File: src/rtl/cab_settings.svh
// Cabinet adapter settings
`ifndef CAB_SETTINGS_SVH
`define CAB_SETTINGS_SVH

// ----------------------------------------------------------------------
// channel widths
// ----------------------------------------------------------------------
`define CAB_AUDIO_W   7       // core audio sample.
`define CAB_VGA_W     6       // one VGA colour channel.

// ----------------------------------------------------------------------
// PS/2 set 2 scancodes
// ----------------------------------------------------------------------
`define CAB_SC_RIGHT  8'h74   // arrows come after E0.
`define CAB_SC_LEFT   8'h6B
`define CAB_SC_DOWN   8'h72
`define CAB_SC_UP     8'h75
`define CAB_SC_START1 8'h16   // key 1.
`define CAB_SC_START2 8'h1E   // key 2.
`define CAB_SC_COIN   8'h2E   // key 5.
`define CAB_SC_D      8'h23
`define CAB_SC_A      8'h1C
`define CAB_SC_S      8'h1B
`define CAB_SC_W      8'h1D
`define CAB_SC_EXT    8'hE0
`define CAB_SC_BREAK  8'hF0

// bit positions in the key joystick word
`define CAB_KB_RIGHT1 0
`define CAB_KB_LEFT1  1
`define CAB_KB_DOWN1  2
`define CAB_KB_UP1    3
`define CAB_KB_START1 5
`define CAB_KB_START2 6
`define CAB_KB_COIN   7
`define CAB_KB_RIGHT2 8
`define CAB_KB_LEFT2  9
`define CAB_KB_DOWN2  10
`define CAB_KB_UP2    11

`endif
File: src/rtl/cab_pkg.sv
// Cabinet adapter types
`default_nettype none

package cab_pkg;

	// ----------------------------------------------------------------------
	// joystick word from the IO controller, active high
	// ----------------------------------------------------------------------
	typedef struct packed {
		logic [2:0] spare;
		logic       start;
		logic       up;
		logic       down;
		logic       left;
		logic       right;   // bit 0.
	} joy_t;

	// keyboard joystick word, 1 while the key is held
	typedef struct packed {
		logic up2;
		logic down2;
		logic left2;
		logic right2;    // bit 8.
		logic coin;
		logic start2;
		logic start1;
		logic spare;     // bit 4.
		logic up1;
		logic down1;
		logic left1;
		logic right1;    // bit 0.
	} kbjoy_t;

	// ----------------------------------------------------------------------
	// game core inputs, all active low
	// ----------------------------------------------------------------------
	typedef struct packed {
		logic up1_n;
		logic down1_n;
		logic left1_n;
		logic right1_n;
		logic up2_n;
		logic down2_n;
		logic left2_n;
		logic right2_n;
		logic start1_n;
		logic start2_n;
		logic coin1_n;
		logic coin2_n;
		logic test_n;
		logic reset_n;   // bit 0.
	} game_ctrl_t;

	// raw video from the core
	typedef struct packed {
		logic [7:0] lum;
		logic       hs;
		logic       vs;
		logic       hb;
		logic       vb;
	} core_video_t;

endpackage

`default_nettype wire

File: src/rtl/dominos_cab.sv
// Dominos cabinet adapter
`default_nettype none
`include "cab_settings.svh"

module dominos_cab (
	input  wire                        clk_24,
	input  wire                        rst,
	input  wire                        ps2_kbd_clk,
	input  wire                        ps2_kbd_data,
	input  wire cab_pkg::joy_t         joy0,
	input  wire cab_pkg::joy_t         joy1,
	input  wire [31:0]                 status,
	input  wire [1:0]                  buttons,
	input  wire cab_pkg::core_video_t  video,
	input  wire [`CAB_AUDIO_W-1:0]     audio,
	output wire cab_pkg::game_ctrl_t   ctrl,
	output wire [`CAB_VGA_W-1:0]       vga_r,
	output wire [`CAB_VGA_W-1:0]       vga_g,
	output wire [`CAB_VGA_W-1:0]       vga_b,
	output wire                        vga_hs,
	output wire                        vga_vs,
	output wire                        audio_l,
	output wire                        audio_r
);
	import cab_pkg::*;

	kbjoy_t kbjoy;

	// ----------------------------------------------------------------------
	// input side
	// ----------------------------------------------------------------------
	ps2_keyboard ps2_keyboard_inst (
		.clk_24       (clk_24),
		.rst          (rst),
		.ps2_kbd_clk  (ps2_kbd_clk),
		.ps2_kbd_data (ps2_kbd_data),
		.kbjoy        (kbjoy)
	);

	control_mapper control_mapper_inst (
		.clk_24  (clk_24),
		.rst     (rst),
		.kbjoy   (kbjoy),
		.joy0    (joy0),
		.joy1    (joy1),
		.status  (status),
		.buttons (buttons),
		.ctrl    (ctrl)
	);

	// ----------------------------------------------------------------------
	// output side
	// ----------------------------------------------------------------------
	video_out video_out_inst (
		.clk_24 (clk_24),
		.rst    (rst),
		.video  (video),
		.vga_r  (vga_r),
		.vga_g  (vga_g),
		.vga_b  (vga_b),
		.vga_hs (vga_hs),
		.vga_vs (vga_vs)
	);

	sigma_delta_dac sigma_delta_dac_inst (
		.clk_24 (clk_24),
		.rst    (rst),
		.sample (audio),
		.dout   (audio_l)
	);

	assign audio_r = audio_l; // mono core, both channels.

endmodule

`default_nettype wire

File: src/rtl/sigma_delta_dac.sv
// Sigma-delta audio DAC
`default_nettype none
`include "cab_settings.svh"

module sigma_delta_dac (
	input  wire                    clk_24,
	input  wire                    rst,
	input  wire [`CAB_AUDIO_W-1:0] sample,
	output logic                   dout
);

	// residue in the low bits, carry on top
	logic [`CAB_AUDIO_W:0] acc;

	// ----------------------------------------------------------------------
	// first order modulator
	// ----------------------------------------------------------------------
	// The residue wraps modulo 2**W, so over 2**W cycles with a fixed sample
	// the carry fires exactly sample times.
	always_ff @(posedge clk_24) begin
		if (rst)
			acc <= '0;
		else
			acc <= {1'b0, acc[`CAB_AUDIO_W-1:0]} + {1'b0, sample}; // drop old carry.
	end

	assign dout = acc[`CAB_AUDIO_W]; // registered carry is the pulse stream.

endmodule

`default_nettype wire

File: src/rtl/video_out.sv
// Grey VGA output stage
`default_nettype none
`include "cab_settings.svh"

module video_out (
	input  wire                      clk_24,
	input  wire                      rst,
	input  wire cab_pkg::core_video_t video,
	output logic [`CAB_VGA_W-1:0]    vga_r,
	output logic [`CAB_VGA_W-1:0]    vga_g,
	output logic [`CAB_VGA_W-1:0]    vga_b,
	output logic                     vga_hs,
	output logic                     vga_vs
);

	logic                  blank;
	logic [`CAB_VGA_W-1:0] grey;
	logic [`CAB_VGA_W-1:0] grey_q;

	assign blank = video.hb | video.vb;
	assign grey  = blank ? '0 : video.lum[7 -: `CAB_VGA_W]; // top bits of lum.

	// ----------------------------------------------------------------------
	// one register stage keeps colour and syncs aligned
	// ----------------------------------------------------------------------
	always_ff @(posedge clk_24) begin
		if (rst) begin
			grey_q <= '0;
			vga_hs <= 1'b0;
			vga_vs <= 1'b0;
		end else begin
			grey_q <= grey;
			vga_hs <= video.hs;
			vga_vs <= video.vs;
		end
	end

	// monochrome, same level on all three guns
	assign vga_r = grey_q;
	assign vga_g = grey_q;
	assign vga_b = grey_q;

endmodule

`default_nettype wire

File: src/rtl/control_mapper.sv
// Game control mapper
`default_nettype none

module control_mapper (
	input  wire                 clk_24,
	input  wire                 rst,
	input  wire cab_pkg::kbjoy_t kbjoy,
	input  wire cab_pkg::joy_t  joy0,
	input  wire cab_pkg::joy_t  joy1,
	input  wire [31:0]          status,
	input  wire [1:0]           buttons,
	output cab_pkg::game_ctrl_t ctrl
);
	import cab_pkg::*;

	game_ctrl_t ctrl_d;

	// ----------------------------------------------------------------------
	// keyboard or joystick, inverted for the core
	// ----------------------------------------------------------------------
	always_comb begin
		ctrl_d.up1_n    = ~(kbjoy.up1 | joy0.up);
		ctrl_d.down1_n  = ~(kbjoy.down1 | joy0.down);
		ctrl_d.left1_n  = ~(kbjoy.left1 | joy0.left);
		ctrl_d.right1_n = ~(kbjoy.right1 | joy0.right);
		ctrl_d.up2_n    = ~(kbjoy.up2 | joy1.up);
		ctrl_d.down2_n  = ~(kbjoy.down2 | joy1.down);
		ctrl_d.left2_n  = ~(kbjoy.left2 | joy1.left);
		ctrl_d.right2_n = ~(kbjoy.right2 | joy1.right);
		ctrl_d.start1_n = ~(kbjoy.start1 | joy0.start);
		ctrl_d.start2_n = ~(kbjoy.start2 | joy1.start);
		ctrl_d.coin1_n  = ~kbjoy.coin;                // one coin key feeds both slots.
		ctrl_d.coin2_n  = ~kbjoy.coin;
		ctrl_d.test_n   = ~status[1];                 // self test from the menu.
		ctrl_d.reset_n  = ~(status[0] | status[6] | buttons[1]);
	end

	always_ff @(posedge clk_24) begin
		if (rst) begin
			ctrl         <= '1;
			ctrl.reset_n <= 1'b0; // core held in reset with the system.
		end else begin
			ctrl <= ctrl_d;
		end
	end

endmodule

`default_nettype wire

File: src/rtl/ps2_keyboard.sv
// PS/2 keyboard joystick
`default_nettype none
`include "cab_settings.svh"

module ps2_keyboard (
	input  wire             clk_24,
	input  wire             rst,
	input  wire             ps2_kbd_clk,
	input  wire             ps2_kbd_data,
	output cab_pkg::kbjoy_t kbjoy
);
	import cab_pkg::*;

	localparam int IDLE_W = 13;

	logic [1:0]        clk_sync;
	logic [1:0]        dat_sync;
	logic              clk_prev;
	logic              fall;
	logic [10:0]       frame;
	logic [3:0]        bit_cnt;
	logic [IDLE_W-1:0] idle_cnt;
	logic              frame_full;
	logic              frame_ok;
	logic [7:0]        code;
	logic              ext;
	logic              brk;
	logic              key_hit;
	logic [3:0]        key_idx;
	logic [11:0]       held;

	// ----------------------------------------------------------------------
	// line synchronisers and falling edge detect
	// ----------------------------------------------------------------------
	always_ff @(posedge clk_24) begin
		if (rst) begin
			clk_sync <= 2'b11;
			dat_sync <= 2'b11;
			clk_prev <= 1'b1;
		end else begin
			clk_sync <= {clk_sync[0], ps2_kbd_clk};
			dat_sync <= {dat_sync[0], ps2_kbd_data};
			clk_prev <= clk_sync[1];
		end
	end

	assign fall = clk_prev & ~clk_sync[1];

	// ----------------------------------------------------------------------
	// frame shifter, lsb first, with idle timeout
	// ----------------------------------------------------------------------
	always_ff @(posedge clk_24) begin
		if (fall)
			frame <= {dat_sync[1], frame[10:1]}; // start bit ends in frame[0].
	end

	always_ff @(posedge clk_24) begin
		if (rst) begin
			bit_cnt    <= '0;
			idle_cnt   <= '0;
			frame_full <= 1'b0;
		end else begin
			frame_full <= 1'b0;
			if (fall) begin
				idle_cnt <= '0;
				if (bit_cnt == 4'd10) begin
					bit_cnt    <= '0;
					frame_full <= 1'b1; // stop bit in.
				end else begin
					bit_cnt <= bit_cnt + 4'd1;
				end
			end else if (!clk_sync[1]) begin
				idle_cnt <= '0;
			end else if (idle_cnt[IDLE_W-1]) begin
				bit_cnt <= '0; // lost sync, start over.
			end else begin
				idle_cnt <= idle_cnt + 1'b1;
			end
		end
	end

	// odd parity over data and parity bit
	assign frame_ok = ~frame[0] & frame[10] & (^frame[9:1]);
	assign code     = frame[8:1];

	// ----------------------------------------------------------------------
	// scancode lookup
	// ----------------------------------------------------------------------
	always_comb begin
		key_hit = 1'b1;
		key_idx = '0;
		if (ext) begin
			case (code)
				`CAB_SC_RIGHT: key_idx = `CAB_KB_RIGHT1;
				`CAB_SC_LEFT:  key_idx = `CAB_KB_LEFT1;
				`CAB_SC_DOWN:  key_idx = `CAB_KB_DOWN1;
				`CAB_SC_UP:    key_idx = `CAB_KB_UP1;
				default:       key_hit = 1'b0;
			endcase
		end else begin
			case (code)
				`CAB_SC_START1: key_idx = `CAB_KB_START1;
				`CAB_SC_START2: key_idx = `CAB_KB_START2;
				`CAB_SC_COIN:   key_idx = `CAB_KB_COIN;
				`CAB_SC_D:      key_idx = `CAB_KB_RIGHT2;
				`CAB_SC_A:      key_idx = `CAB_KB_LEFT2;
				`CAB_SC_S:      key_idx = `CAB_KB_DOWN2;
				`CAB_SC_W:      key_idx = `CAB_KB_UP2;
				default:        key_hit = 1'b0;
			endcase
		end
	end

	// prefix state and held keys
	always_ff @(posedge clk_24) begin
		if (rst) begin
			ext  <= 1'b0;
			brk  <= 1'b0;
			held <= '0;
		end else if (frame_full && frame_ok) begin
			if (code == `CAB_SC_EXT) begin
				ext <= 1'b1;
			end else if (code == `CAB_SC_BREAK) begin
				brk <= 1'b1;
			end else begin
				if (key_hit)
					held[key_idx] <= ~brk; // make sets, break clears.
				ext <= 1'b0;
				brk <= 1'b0;
			end
		end
	end

	assign kbjoy = kbjoy_t'(held);

endmodule

`default_nettype wire

File: config.mk
export PLATFORM = sky130hd
export DESIGN_NAME = dominos_cab
export DESIGN_NICKNAME = d
export VERILOG_FILES = /design/src/rtl/cab_pkg.sv /design/src/rtl/dominos_cab.sv /design/src/rtl/sigma_delta_dac.sv /design/src/rtl/video_out.sv /design/src/rtl/control_mapper.sv /design/src/rtl/ps2_keyboard.sv
export VERILOG_INCLUDE_DIRS = /design/src /design/src/rtl
export SDC_FILE = /design/constraint.sdc
export NUM_CORES = 1
export LEC_CHECK = 0
export BUFFER_PORTS_ARGS = -buffer_cell sky130_fd_sc_hd__buf_2
export CAP_MARGIN = 20
export CORE_UTILIZATION = 49
export DETAILED_ROUTE_END_ITERATION = 6
export PLACE_DENSITY = 0.79
export SETUP_SLACK_MARGIN = 0.2
export SYNTH_ARGS = -nofsm -noshare
export SYNTH_HDL_FRONTEND = slang
export SYNTH_SLANG_ARGS = --single-unit
File: constraint.sdc
create_clock -name clk_24 -period 3.3 [get_ports clk_24]
set_input_delay 0.66 -clock clk_24 [delete_from_list [all_inputs] [get_ports clk_24]]
set_output_delay 0.66 -clock clk_24 [all_outputs]
set_load 0.03 [all_outputs]
==> results by group, run 1 <==
Timing
  – Fin crit share: about four fifths
  – Final worst setup slack: around 0.65 ns
  – Min Tclk post-route: between 2 and 3 ns
  – Clk_skew: 0.007116 ns
  – Fin. Hold Viols: 0
  – Max frequency: roughly 0.38 GHz
  – Worst rel slew slack: between 50% and 60%
  – RSZ-0062 raised after global routing: false
  – Least-Margin Pin Slew: between 0.6 and 0.7 ns
  – Final TNS setup: 0 ns
  – Final Slew Violations: 0
  – Setup-failing EPs final: 0

Cells and area
  – Share of cells above drive strength 1: between 20% and 30%
  – N_diodes: 0
  – Commonest non-fill, non-tap cells in the layout: buf_2 (70), dfxtp_1 (65), nand2_1 (28), nor2_1 (28), ha_1 (25)
  – Commonest non-fill, non-tap cell in the layout: buf_2
  – Area growth, synth to finish: 15.51%
  – Final design utilization: between 50% and 60%
  – Final #Nets: 497

Routing
  – First drt pass iteration count: 4
  – Final ANT Viol Nets: 0
  – DRT iter0 DRCs: 81
  – Number of remaining DRC errors: 0
  – DR vias/cell: just over 5
  – Vias: 2541
  – Final WL: ~6.1 mm
  – Routed len/inst: roughly 12 um

Power
  – Pwr/cell area: between 400 and 500 mW/mm^2
  – Static leakage: approximately 1.7 nW
  – Max VDD drop: about 0.37 mV

Setup path
  – CP startpoint kind: flip-flop
  – CP Cell Sequence: inv_1 > ha_1 > xnor3_2 > xnor2_4 > nand4_4 > a2111oi_2 > nor3b_2 > mux2i_1
  – Worst endpoint data arrival time: roughly 2.9 ns
  – Critical path's slowest cell: edfxtp_1
  – Critical path endpoint category: flip-flop
  – CP Max Fanout: 4
  – Slowest stage delay, CP: 0.47 ns
  – Delay-heaviest family, CP: XOR/XNOR gates
  – Worst path bufs/invs: 1
  – WP data required: ~3.6 ns
  – Setup CP Type: flip-flop to flip-flop

Clock tree
  – Post-cts sizing count: 0
  – TritonCTS Buffers: 9
  – Clock buffer depth: 2
  – Hold-fix buffers, CTS: 0
  – CTS tree: done
  – Later-pin clock latency in the skew report: ~0.34 ns
  – Root buffer cell: clkbuf_8
  – Setup Buffers After CTS: 0
  – CTS clk-pin slew, worst paths: around 0.070 ns
  – CTS Sinks: 76
  – H-tree depth: 3

Die
  – Starting Density: ~50%
  – Die W: 85.65 um
  – Die Y-Extent: 85.65 um
  – Row Count: 30
  – Die area: approximately 0.0073 mm^2
  – IO Pins: between 100 and 150
  – Core area: ~0.0068 mm^2

Logic synthesis
  – Ys flop type: dfxtp_1
  – Yosys reg bits: 76
  – Share of flip-flops with an asynchronous set or reset: 0%
  – Ranking of synthesized cells by area: dfxtp_1 (38%), edfxtp_1 (9.6%), ha_1 (9.1%)
  – Seq/Total Area, Yosys: about 48%
  – EDFF count, synth: 11
  – Post-synth cell types: 52
  – Top cell type by total area after synthesis: dfxtp_1
  – Syn_area_per_cell: a little over 10 um^2
  – Synth Net Count: around 440
  – Share of the synthesized area in the top cell type: approximately 38%
  – Post-Syn Instances: ~340
  – Mapped Area: 0.003428 mm^2
  – Syn. warnings: 0

Global routing
  – Final global-route overflow total: 0
  – Largest net degree at the start of global routing: 27
  – Vias in the first global route: 2448
  – Global Route Usage Sum: 17.87%
  – Initial antenna violation count: 0
  – First-pass GRT wire length: 10.30 mm

Flow run
  – MaxCap Viol Count: 0

Outcome
  – Outcome: finished, final reports clean

Placement
  – Buffers on Ports: 70
  – Final GP Congestion: 0.8607
  – Hpwl dp: between 4 and 5 mm
  – Placement Setup Slack: 0.6480 ns

Worst hold path
  – Type of the most critical hold path: flip-flop to flip-flop
-- worst reg2reg max path: cells and delay by family (launching register included) --
| kind | cells | cell delay [ns] |
|---|---|---|
| buffers and inverters | 1 | 0.15 |
| muxes | 1 | 0.20 |
| adders and majority gates | 1 | 0.26 |
| xor gates and xnor gates | 2 | 0.65 |
| and+or+nand+nor | 2 | 0.42 |
| AOI/OAI and AO/OA | 1 | 0.43 |
| DFF | 1 | 0.47 |
-- worst paths after layout --
kind	startpoint	end	slack, ns	depth (start not counted)
worst max-delay path	ps2_keyboard_inst.frame[1]	ps2_keyboard_inst.kbjoy[7]	0.65	8
worst min register to register	ps2_keyboard_inst.kbjoy[7]	control_mapper_inst.ctrl[3]	0.40	1
worst max register to register	ps2_keyboard_inst.frame[1]	ps2_keyboard_inst.kbjoy[7]	0.65	8
worst min-delay path	ps2_keyboard_inst.kbjoy[7]	control_mapper_inst.ctrl[3]	0.40	1
-- report_power, final --
| group | internal (mW) | switching (mW) |
|---|---|---|
| clock | 0.373 | 0.337 |
| sequential | 0.982 | 0.0194 |
| combinational | 0.105 | 0.150 |
| total | 1.46 | 0.506 |
-- stage by stage --
stage,std cells,instance area [um^2],total power [mW],hold WS (ns)
detailed placement,483,3760,1.276,0.3826
global route,499,3960,2.058,0.4126
CTS,499,3960,1.988,0.4003
global placement,483,3760,1.263,0.3720
finish,499,3960,1.967,0.3977
floorplan,339,3428,1.215,0.3626
-- layer usage --
| layer | GRT usage (%) | wire length [um] | up-vias | share of wire, % |
|---|---|---|---|---|
| li1 | - | - | 1257 | - |
| met1 | 19.77 | 2630 | 1201 | 43 |
| met2 | 31.35 | 3066 | 66 | 50 |
| met3 | 5.390 | 273 | 17 | 4.5 |
| met4 | 8.636 | 154 | 0 | 2.5 |
| met5 | 0 | 0 | - | 0 |
-- flip-flops by register name, indices dropped and copies added (netlist names) --
| register | count |
|---|---|
| ps2_keyboard_inst.kbjoy | 11 |
| control_mapper_inst.ctrl | 13 |
| ps2_keyboard_inst.ext | 1 |
| video_out_inst.vga_b | 6 |
| video_out_inst.vga_hs | 1 |
| ps2_keyboard_inst.frame | 11 |
| ps2_keyboard_inst.brk | 1 |
| ps2_keyboard_inst.idle_cnt | 13 |
| ps2_keyboard_inst.frame_full | 1 |
| ps2_keyboard_inst.dat_sync | 2 |
| ps2_keyboard_inst.clk_sync | 2 |
| video_out_inst.vga_vs | 1 |
| ps2_keyboard_inst.bit_cnt | 4 |
| sigma_delta_dac_inst.acc | 8 |
| ps2_keyboard_inst.clk_prev | 1 |
-- cell type report --
cell class              instances  area, um^2
fillers                       589        2834
inverters                      20       75.07
multi-input cells             220        1575
clock buffers                  11       141.4
well taps                      96       120.1
flip-flops and latches         76        1632
clock inverters                 5       58.81
repair buffers                 71       357.8
-- cell usage after synthesis, types with 2 or more instances --
cell       instances
nand4b_1           2
inv_1             20
and2_1             8
or2_2              6
nand2_1           28
o2111ai_1          2
nor2b_1            7
buf_1              2
nor2_1            28
buf_4             16
edfxtp_1          11
nand3_1            9
a31oi_1            2
clkbuf_1           5
o21ai_0           18
dfxtp_1           65
nor3b_2            3
ha_1              25
xnor2_1            6
mux2i_1           10
nand4_1            6
nor3_1             5
o41ai_1            2
and3_1             3
a21oi_1           10
nor2_2             2
or3_1              2
a21boi_0           3
nand3b_1           4
xor2_1             7
-- logic make-up (layout without fill, tap and decap cells) --
group | count (synthesis) | in the layout | share of synthesized area [%]
multiplexers | 10 | 10 | 2.920
adder cells (fa/ha/maj) | 26 | 26 | 9.708
AND/OR/NAND/NOR | 121 | 121 | 19.12
buffers and inverters | 43 | 107 | 6.460
XOR/XNOR | 16 | 16 | 5.292
flip-flops | 76 | 76 | 47.59
AO/OA/AOI/OAI | 47 | 47 | 8.905
Power figures use the tool's default switching activity.
==> run 2, diff against run 1 <==
--- a/config.mk
+++ b/config.mk
@@ -8,9 +8,9 @@
 export LEC_CHECK = 0
 export BUFFER_PORTS_ARGS = -buffer_cell sky130_fd_sc_hd__buf_2
 export CAP_MARGIN = 20
-export CORE_UTILIZATION = 49
+export CORE_UTILIZATION = 46
 export DETAILED_ROUTE_END_ITERATION = 6
-export PLACE_DENSITY = 0.79
+export PLACE_DENSITY = 0.78
 export SETUP_SLACK_MARGIN = 0.2
 export SYNTH_ARGS = -nofsm -noshare
 export SYNTH_HDL_FRONTEND = slang
==> constraint.sdc (replaced) <==
create_clock -name clk_24 -period 2.1 [get_ports clk_24]
set_input_delay 0.42 -clock clk_24 [delete_from_list [all_inputs] [get_ports clk_24]]
set_output_delay 0.42 -clock clk_24 [all_outputs]
set_load 0.03 [all_outputs]
==> results by group, run 2 (synthesis gave the netlist of run 1 again) <==
Outcome
  – Outcome: finished with violations
  – Failing checks: negative setup slack

Setup path
  – CP startpoint kind: flip-flop
  – CP Max Fanout: 5 (+1)
  – WP data required: 2.37 ns (-1.20 ns)
  – Worst endpoint data arrival time: 2.68 ns (-0.24 ns)
  – Setup CP Type: flip-flop to flip-flop
  – Critical path endpoint category: flip-flop

Cells and area
  – Area growth, synth to finish: 26.13%
  – Final design utilization: 59.94% (+1.7 points)
  – Fillers: 604 (+2.5%)
  – Cell area after layout: 0.004324 mm^2 (+9.2%)
  – Regs by FF count: control_mapper_inst.ctrl (13), ps2_keyboard_inst.idle_cnt (13)
  – Final #Nets: 536 (+7.8%)
  – Commonest non-fill, non-tap cell in the layout: buf_2
  – Non-Filler Instances: 540 (+8.2%)
  – Share of cells above drive strength 1: 34.92% (+9.1 points)
  – Multi-input gate area: 0.001640 mm^2 (+4.1%)
  – N_diodes: 0 (unchanged)
  – FF/Latch Area: 0.001632 mm^2 (unchanged)
  – Commonest non-fill, non-tap cells in the layout: buf_2 (70), dfxtp_1 (65), buf_4 (38)

Clock tree
  – H-tree depth: 3 (unchanged)
  – CTS Sinks: 76 (unchanged)
  – Root buffer cell: clkbuf_8
  – Hold-fix buffers, CTS: 0 (unchanged)
  – Clock buffer depth: 2 (unchanged)
  – TritonCTS Buffers: 9 (unchanged)
  – Later-pin clock latency in the skew report: 0.34 ns (about the same)
  – CTS clk-pin slew, worst paths: 0.08 ns (about the same)
  – CTS tree: done

Power
  – Net switching power: 0.8073 mW (+60%)
  – Sw Share: 25.99% (+0.28 points)
  – Combinational Power Share: 14.4% (+1.4 points)
  – Register share of total power: 50.6% (-0.3 points)
  – Static leakage: 1.926 nW (+11%)
  – Pwr/cell area: 718.4 mW/mm^2 (+45%)
  – Clock share of power: 35.0% (-1.1 points)
  – Pint: 2.299 mW (+57%)
  – Max VDD drop: 0.6238 mV (+67%)

Placement
  – Hpwl dp: 4.883 mm (+10%)
  – Buffers on Ports: 70 (unchanged)
  – Post-Place Cells: 522 (+8.1%)
  – Post-Place Cell Area: 0.004034 mm^2 (+7.3%)
  – Final GP Congestion: 0.8257 (-4.1%)

Routing
  – Routed len/inst: 12.45 um (+1.4%)
  – First drt pass iteration count: 4 (unchanged)
  – Number of remaining DRC errors: 0 (unchanged)
  – Vias: 2637 (+3.8%)
  – Final WL: 6.724 mm (+9.8%)
  – DRT iter0 DRCs: 71 (-12%)
  – Final ANT Viol Nets: 0 (unchanged)
  – DR vias/cell: 4.883 (-4.1%)

Die
  – IO Pins: 109 (unchanged)
  – Die Y-Extent: 88.33 um (+3.1%)
  – Core area: 0.007214 mm^2 (+6.2%)
  – Starting Density: 47.52% (-2.9 points)
  – Die W: 88.33 um (+3.1%)
  – Row Count: 31 (+3.3%)
  – Die area: 0.007802 mm^2 (+6.4%)

Timing
  – Max frequency: 0.4154 GHz (+9.9%)
  – Clk_skew: 0.007125 ns (+0.000009380 ns)
  – Min Tclk post-route: 2.407 ns (-0.2384 ns)
  – Final worst setup slack: -0.3072 ns (-0.9616 ns)
  – RSZ-0062 raised after global routing: true
  – Least-Margin Pin Slew: 0.4873 ns (-0.1602 ns)
  – Worst rel slew slack: 67.26% (+10 points)
  – Final TNS setup: -2.405 ns (-2.405 ns)
  – Fin. Hold Viols: 0 (unchanged)
  – Final Slew Violations: 0 (unchanged)
  – Setup-failing EPs final: 12 (+12)
  – Fin crit share: 114.6% (+34 points)

Global routing
  – First-pass GRT wire length: 10.86 mm (+5.4%)
  – Global Route Usage Sum: 18.14% (+0.27 points)
  – Largest net degree at the start of global routing: 23 (-15%)
  – Final global-route overflow total: 0 (unchanged)
  – Initial antenna violation count: 0 (unchanged)
  – Vias in the first global route: 2580 (+5.4%)

Flow run
  – MaxCap Viol Count: 0 (unchanged)

Worst hold path
  – Type of the most critical hold path: primary input to flip-flop
run 2: changes by cell type in the layout (fill, tap and decap cells not counted), moves of 2 or more:
cell,change
a21boi_0,-2
a21boi_1,+2
a21oi_1,-2
a21oi_2,+2
buf_4,+37
buf_6,+2
inv_1,-2
inv_2,+2
o21ai_0,-2
run 2: path summary, 6_finish.rpt:
| path | depth (start not counted) | end | start | slack, ns |
|---|---|---|---|---|
| worst max register to register | 8 | ps2_keyboard_inst.kbjoy[9] | ps2_keyboard_inst.frame[2] | -0.31 |
| worst max-delay path | 8 | ps2_keyboard_inst.kbjoy[9] | ps2_keyboard_inst.frame[2] | -0.31 |
| worst min-delay path | 2 | control_mapper_inst.ctrl[0] | buttons[1] | 0.22 |
| worst min register to register | 1 | control_mapper_inst.ctrl[3] | ps2_keyboard_inst.kbjoy[7] | 0.39 |
run 2: cell type report:
type	instances	share of cell area, %
multi-input cells	220	37.93
well taps	99	2.865
flip-flops and latches	76	37.73
repair buffers	110	15.22
inverters	20	1.736
clock inverters	3	0.4340
clock buffers	12	4.080
run 2: power by group through the flow:
stage | registers (mW) | logic, mW | clock network, mW
4_1_cts | 1.57 | 0.433 | 1.11
2_1_floorplan | 1.64 | 0.264 | 0
5_1_grt | 1.58 | 0.499 | 1.16
3_5_place_dp | 1.61 | 0.426 | 0
6_report | 1.57 | 0.448 | 1.09
3_3_place_gp | 1.60 | 0.405 | 0
run 2: critical path, cell delays in order, from the launching register on:
cell	delay, ns
edfxtp_1	0.37
inv_2	0.06
ha_4	0.26
xnor3_2	0.45
xnor2_4	0.19
nand4_4	0.14
or3_4	0.44
nor3b_4	0.22
mux2i_1	0.21
run 2: metrics by stage:
step	setup WS [ns]	hold WS (ns)	power, mW
floorplan	-0.2757	0.3626	1.909
global placement	-0.2495	0.3712	2.007
detailed placement	-0.3611	0.3795	2.031
CTS	-0.3581	0.2068	3.114
global route	-0.4057	0.2127	3.244
finish	-0.3072	0.2191	3.106
run 2: what timing repair did:
item                                    4_1_cts  5_1_grt
gates resized for setup                       9       10
buffers inserted                              1        2
endpoints found under the setup margin       14       14
gates cloned                                  0        0
pin swaps                                     9        6
run 2: routing by layer:
metal,share of wire [%],GRT usage (%),vias up
met4,1.0,6.305,0
met2,54,33.08,46
met1,41,19.88,1249
met3,3.9,5.597,5
li1,-,-,1337
met5,0,0,-
==> run 3, diff against run 2 <==
--- a/config.mk
+++ b/config.mk
@@ -8,8 +8,10 @@
 export LEC_CHECK = 0
 export BUFFER_PORTS_ARGS = -buffer_cell sky130_fd_sc_hd__buf_2
 export CAP_MARGIN = 20
+export CORE_MARGIN = 2
 export CORE_UTILIZATION = 46
 export DETAILED_ROUTE_END_ITERATION = 6
+export GPL_TIMING_DRIVEN = 0
 export PLACE_DENSITY = 0.78
 export SETUP_SLACK_MARGIN = 0.2
 export SYNTH_ARGS = -nofsm -noshare
==> results by group, run 3 (synthesis gave the netlist of run 1 again) <==
Outcome
  – Outcome: finished with violations
  – Failing checks: negative setup slack

Cells and area
  – Final design utilization: 59.13% (-0.80 points)
  – Commonest non-fill, non-tap cells in the layout: buf_2 (70), dfxtp_1 (64), nand2_1 (28), nor2_1 (28), buf_4 (27)
  – Share of cells above drive strength 1: 34.10% (-0.82 points)
  – N_diodes: 0 (unchanged)
  – Fillers: 606 (+0.33%)
  – Commonest non-fill, non-tap cell in the layout: buf_2
  – Non-Filler Instances: 536 (-0.74%)
  – FF/Latch Area: 0.001633 mm^2 (about the same)
  – Area growth, synth to finish: 25.11%
  – Regs by FF count: control_mapper_inst.ctrl (13), ps2_keyboard_inst.idle_cnt (13)
  – Multi-input gate area: 0.001674 mm^2 (+2.1%)
  – Final #Nets: 531 (-0.93%)

Placement
  – Hpwl dp: 4.737 mm (-3.0%)
  – Buffers on Ports: 70 (unchanged)
  – Post-Place Cells: 508 (-2.7%)
  – Final GP Congestion: 0.8382 (+1.5%)
  – Placement Setup Slack: -0.4611 ns (-0.1001 ns)

Timing
  – Worst rel slew slack: 65.40% (-1.9 points)
  – Min Tclk post-route: 2.451 ns (+0.04357 ns)
  – Least-Margin Pin Slew: 0.5151 ns (+0.02775 ns)
  – Clk_skew: 0.01183 ns (+0.004707 ns)
  – Final TNS setup: -2.663 ns (-0.2584 ns)
  – Fin crit share: 116.7% (+2.1 points)
  – Max frequency: 0.4080 GHz (-1.8%)
  – Setup-failing EPs final: 11 (-1)
  – Final Slew Violations: 0 (unchanged)
  – Fin. Hold Viols: 0 (unchanged)
  – Final worst setup slack: -0.3508 ns (-0.04357 ns)
  – RSZ-0062 raised after global routing: true

Routing
  – DR top layer: met4
  – Final ANT Viol Nets: 0 (unchanged)
  – Number of remaining DRC errors: 0 (unchanged)
  – Routed length on met1: 2.763 mm (-0.65%)
  – Final WL: 6.513 mm (-3.1%)
  – First drt pass iteration count: 4 (unchanged)
  – Vias: 2624 (-0.49%)
  – DR vias/cell: 4.896 (+0.25%)
  – Metal2 WL: 3.384 mm (-6.2%)
  – Routed len/inst: 12.15 um (-2.4%)
  – DRT iter0 DRCs: 94 (+32%)
  – DR WL met3: 248 um (-6.1%)

Setup path
  – CP startpoint kind: flip-flop
  – R2r setup slk: -0.35 ns (-0.04 ns)
  – Worst endpoint data arrival time: 2.72 ns (+0.04 ns)
  – WP data required: 2.37 ns (about the same)
  – Critical path endpoint category: flip-flop
  – CP Max Fanout: 5 (unchanged)
  – Cells on worst reg2reg path: 8 (unchanged)
  – Delay-heaviest family, CP: simple AND/OR/NAND/NOR gates
  – CP Cell Sequence: inv_2 > ha_4 > xnor3_2 > xnor2_4 > nand4_4 > or3_4 > nor3b_2 > mux2i_1
  – R2r startpoint: ps2_keyboard_inst.frame[3]
  – Critical path's slowest cell: xnor3_2
  – Worst Setup SP: ps2_keyboard_inst.frame[3]
  – Worst path bufs/invs: 1 (unchanged)
  – Slowest stage delay, CP: 0.45 ns (about the same)
  – R2R Path End: ps2_keyboard_inst.kbjoy[9]
  – Setup CP Type: flip-flop to flip-flop

Clock tree
  – Hold-fix buffers, CTS: 0 (unchanged)
  – CTS clk-pin slew, worst paths: 0.08 ns (about the same)
  – H-tree depth: 3 (unchanged)
  – CTS Sinks: 76 (unchanged)
  – CTS tree: done
  – Clock buffer depth: 2 (unchanged)
  – Root buffer cell: clkbuf_8
  – Later-pin clock latency in the skew report: 0.35 ns (about the same)
  – TritonCTS Buffers: 9 (unchanged)

Power
  – Static leakage: 1.889 nW (-1.9%)
  – Max VDD drop: 0.6023 mV (-3.4%)
  – Final Total Pwr: 3.127 mW (+0.65%)
  – Pwr/cell area: 729.0 mW/mm^2 (+1.5%)

Global routing
  – Vias in the first global route: 2660 (+3.1%)
  – First-pass GRT wire length: 11.11 mm (+2.3%)
  – Global Route Usage Sum: 16.67% (-1.5 points)
  – Largest net degree at the start of global routing: 15 (-35%)
  – Final global-route overflow total: 0 (unchanged)
  – Initial antenna violation count: 0 (unchanged)

Worst hold path
  – Cell depth of the worst hold path: 2 (unchanged)
  – WHS Endpoint: control_mapper_inst.ctrl[0]
  – Type of the most critical hold path: primary input to flip-flop
  – Hold path start: buttons[1]

Die
  – Die W: 90.33 um (+2.3%)
  – Core area: 0.007253 mm^2 (+0.54%)
  – IO Pins: 109 (unchanged)
  – Row Count: 31 (unchanged)
  – Starting Density: 47.27% (-0.25 points)
  – Die Y-Extent: 90.33 um (+2.3%)
  – Die area: 0.008160 mm^2 (+4.6%)

Flow run
  – MaxCap Viol Count: 0 (unchanged)
## run 3: changes by cell type in the layout (fill, tap and decap cells not counted), sizes merged
cell	change
buf	-10
bufinv	+1
clkbuf	+4
inv	+1
## run 3: worst reg2reg max path: stages, from the launching register on
cell and delay, ns:
edfxtp_1 0.38, inv_2 0.07, ha_4 0.26, xnor3_2 0.45, xnor2_4 0.19, nand4_4 0.14
or3_4 0.43, nor3b_2 0.24, mux2i_1 0.22
## run 3: through the flow
stage,cell area [um^2],hold WS [ns]
2_1_floorplan,3428,0.3626
3_3_place_gp,3902,0.3735
3_5_place_dp,3902,0.3760
4_1_cts,4198,0.1964
5_1_grt,4289,0.1951
6_report,4289,0.2110
## run 3: how the worst max path moves through the flow
stage                                        to  depth (start not counted)
floorplan           ps2_keyboard_inst.kbjoy[11]                          8
global placement     ps2_keyboard_inst.kbjoy[7]                          8
detailed placement   ps2_keyboard_inst.kbjoy[7]                          8
CTS                  ps2_keyboard_inst.kbjoy[7]                          9
global route         ps2_keyboard_inst.kbjoy[9]                          8
finish               ps2_keyboard_inst.kbjoy[9]                          8
## run 3: power breakdown
group          switching (mW)  total (mW)  internal, mW  leakage (nW)
Clock                   0.508        1.08         0.576         0.103
Sequential             0.0309        1.58          1.54         0.632
Combinational           0.254       0.467         0.213          1.15
## run 3: what timing repair did
item | CTS | global route
pin swaps | 5 | 6
gates resized for setup | 8 | 19
setup buffers | 9 | 3
endpoints found under the setup margin | 14 | 15
## run 3: area by class of cell
class	instances	area share, %
clock inverters	5	1.196
repair buffers	82	10.36
flip-flops and latches	76	38.07
inverters	20	1.750
plain buffers	23	3.413
multi-input cells	220	39.03
clock buffers	11	3.296
well taps	99	2.888
## run 3: metal layers
layer / GRT usage [%] / vias up
li1: - / 1332
met5: 0 / -
met2: 30.01 / 53
met1: 18.04 / 1226
met4: 7.436 / 0
met3: 4.925 / 13
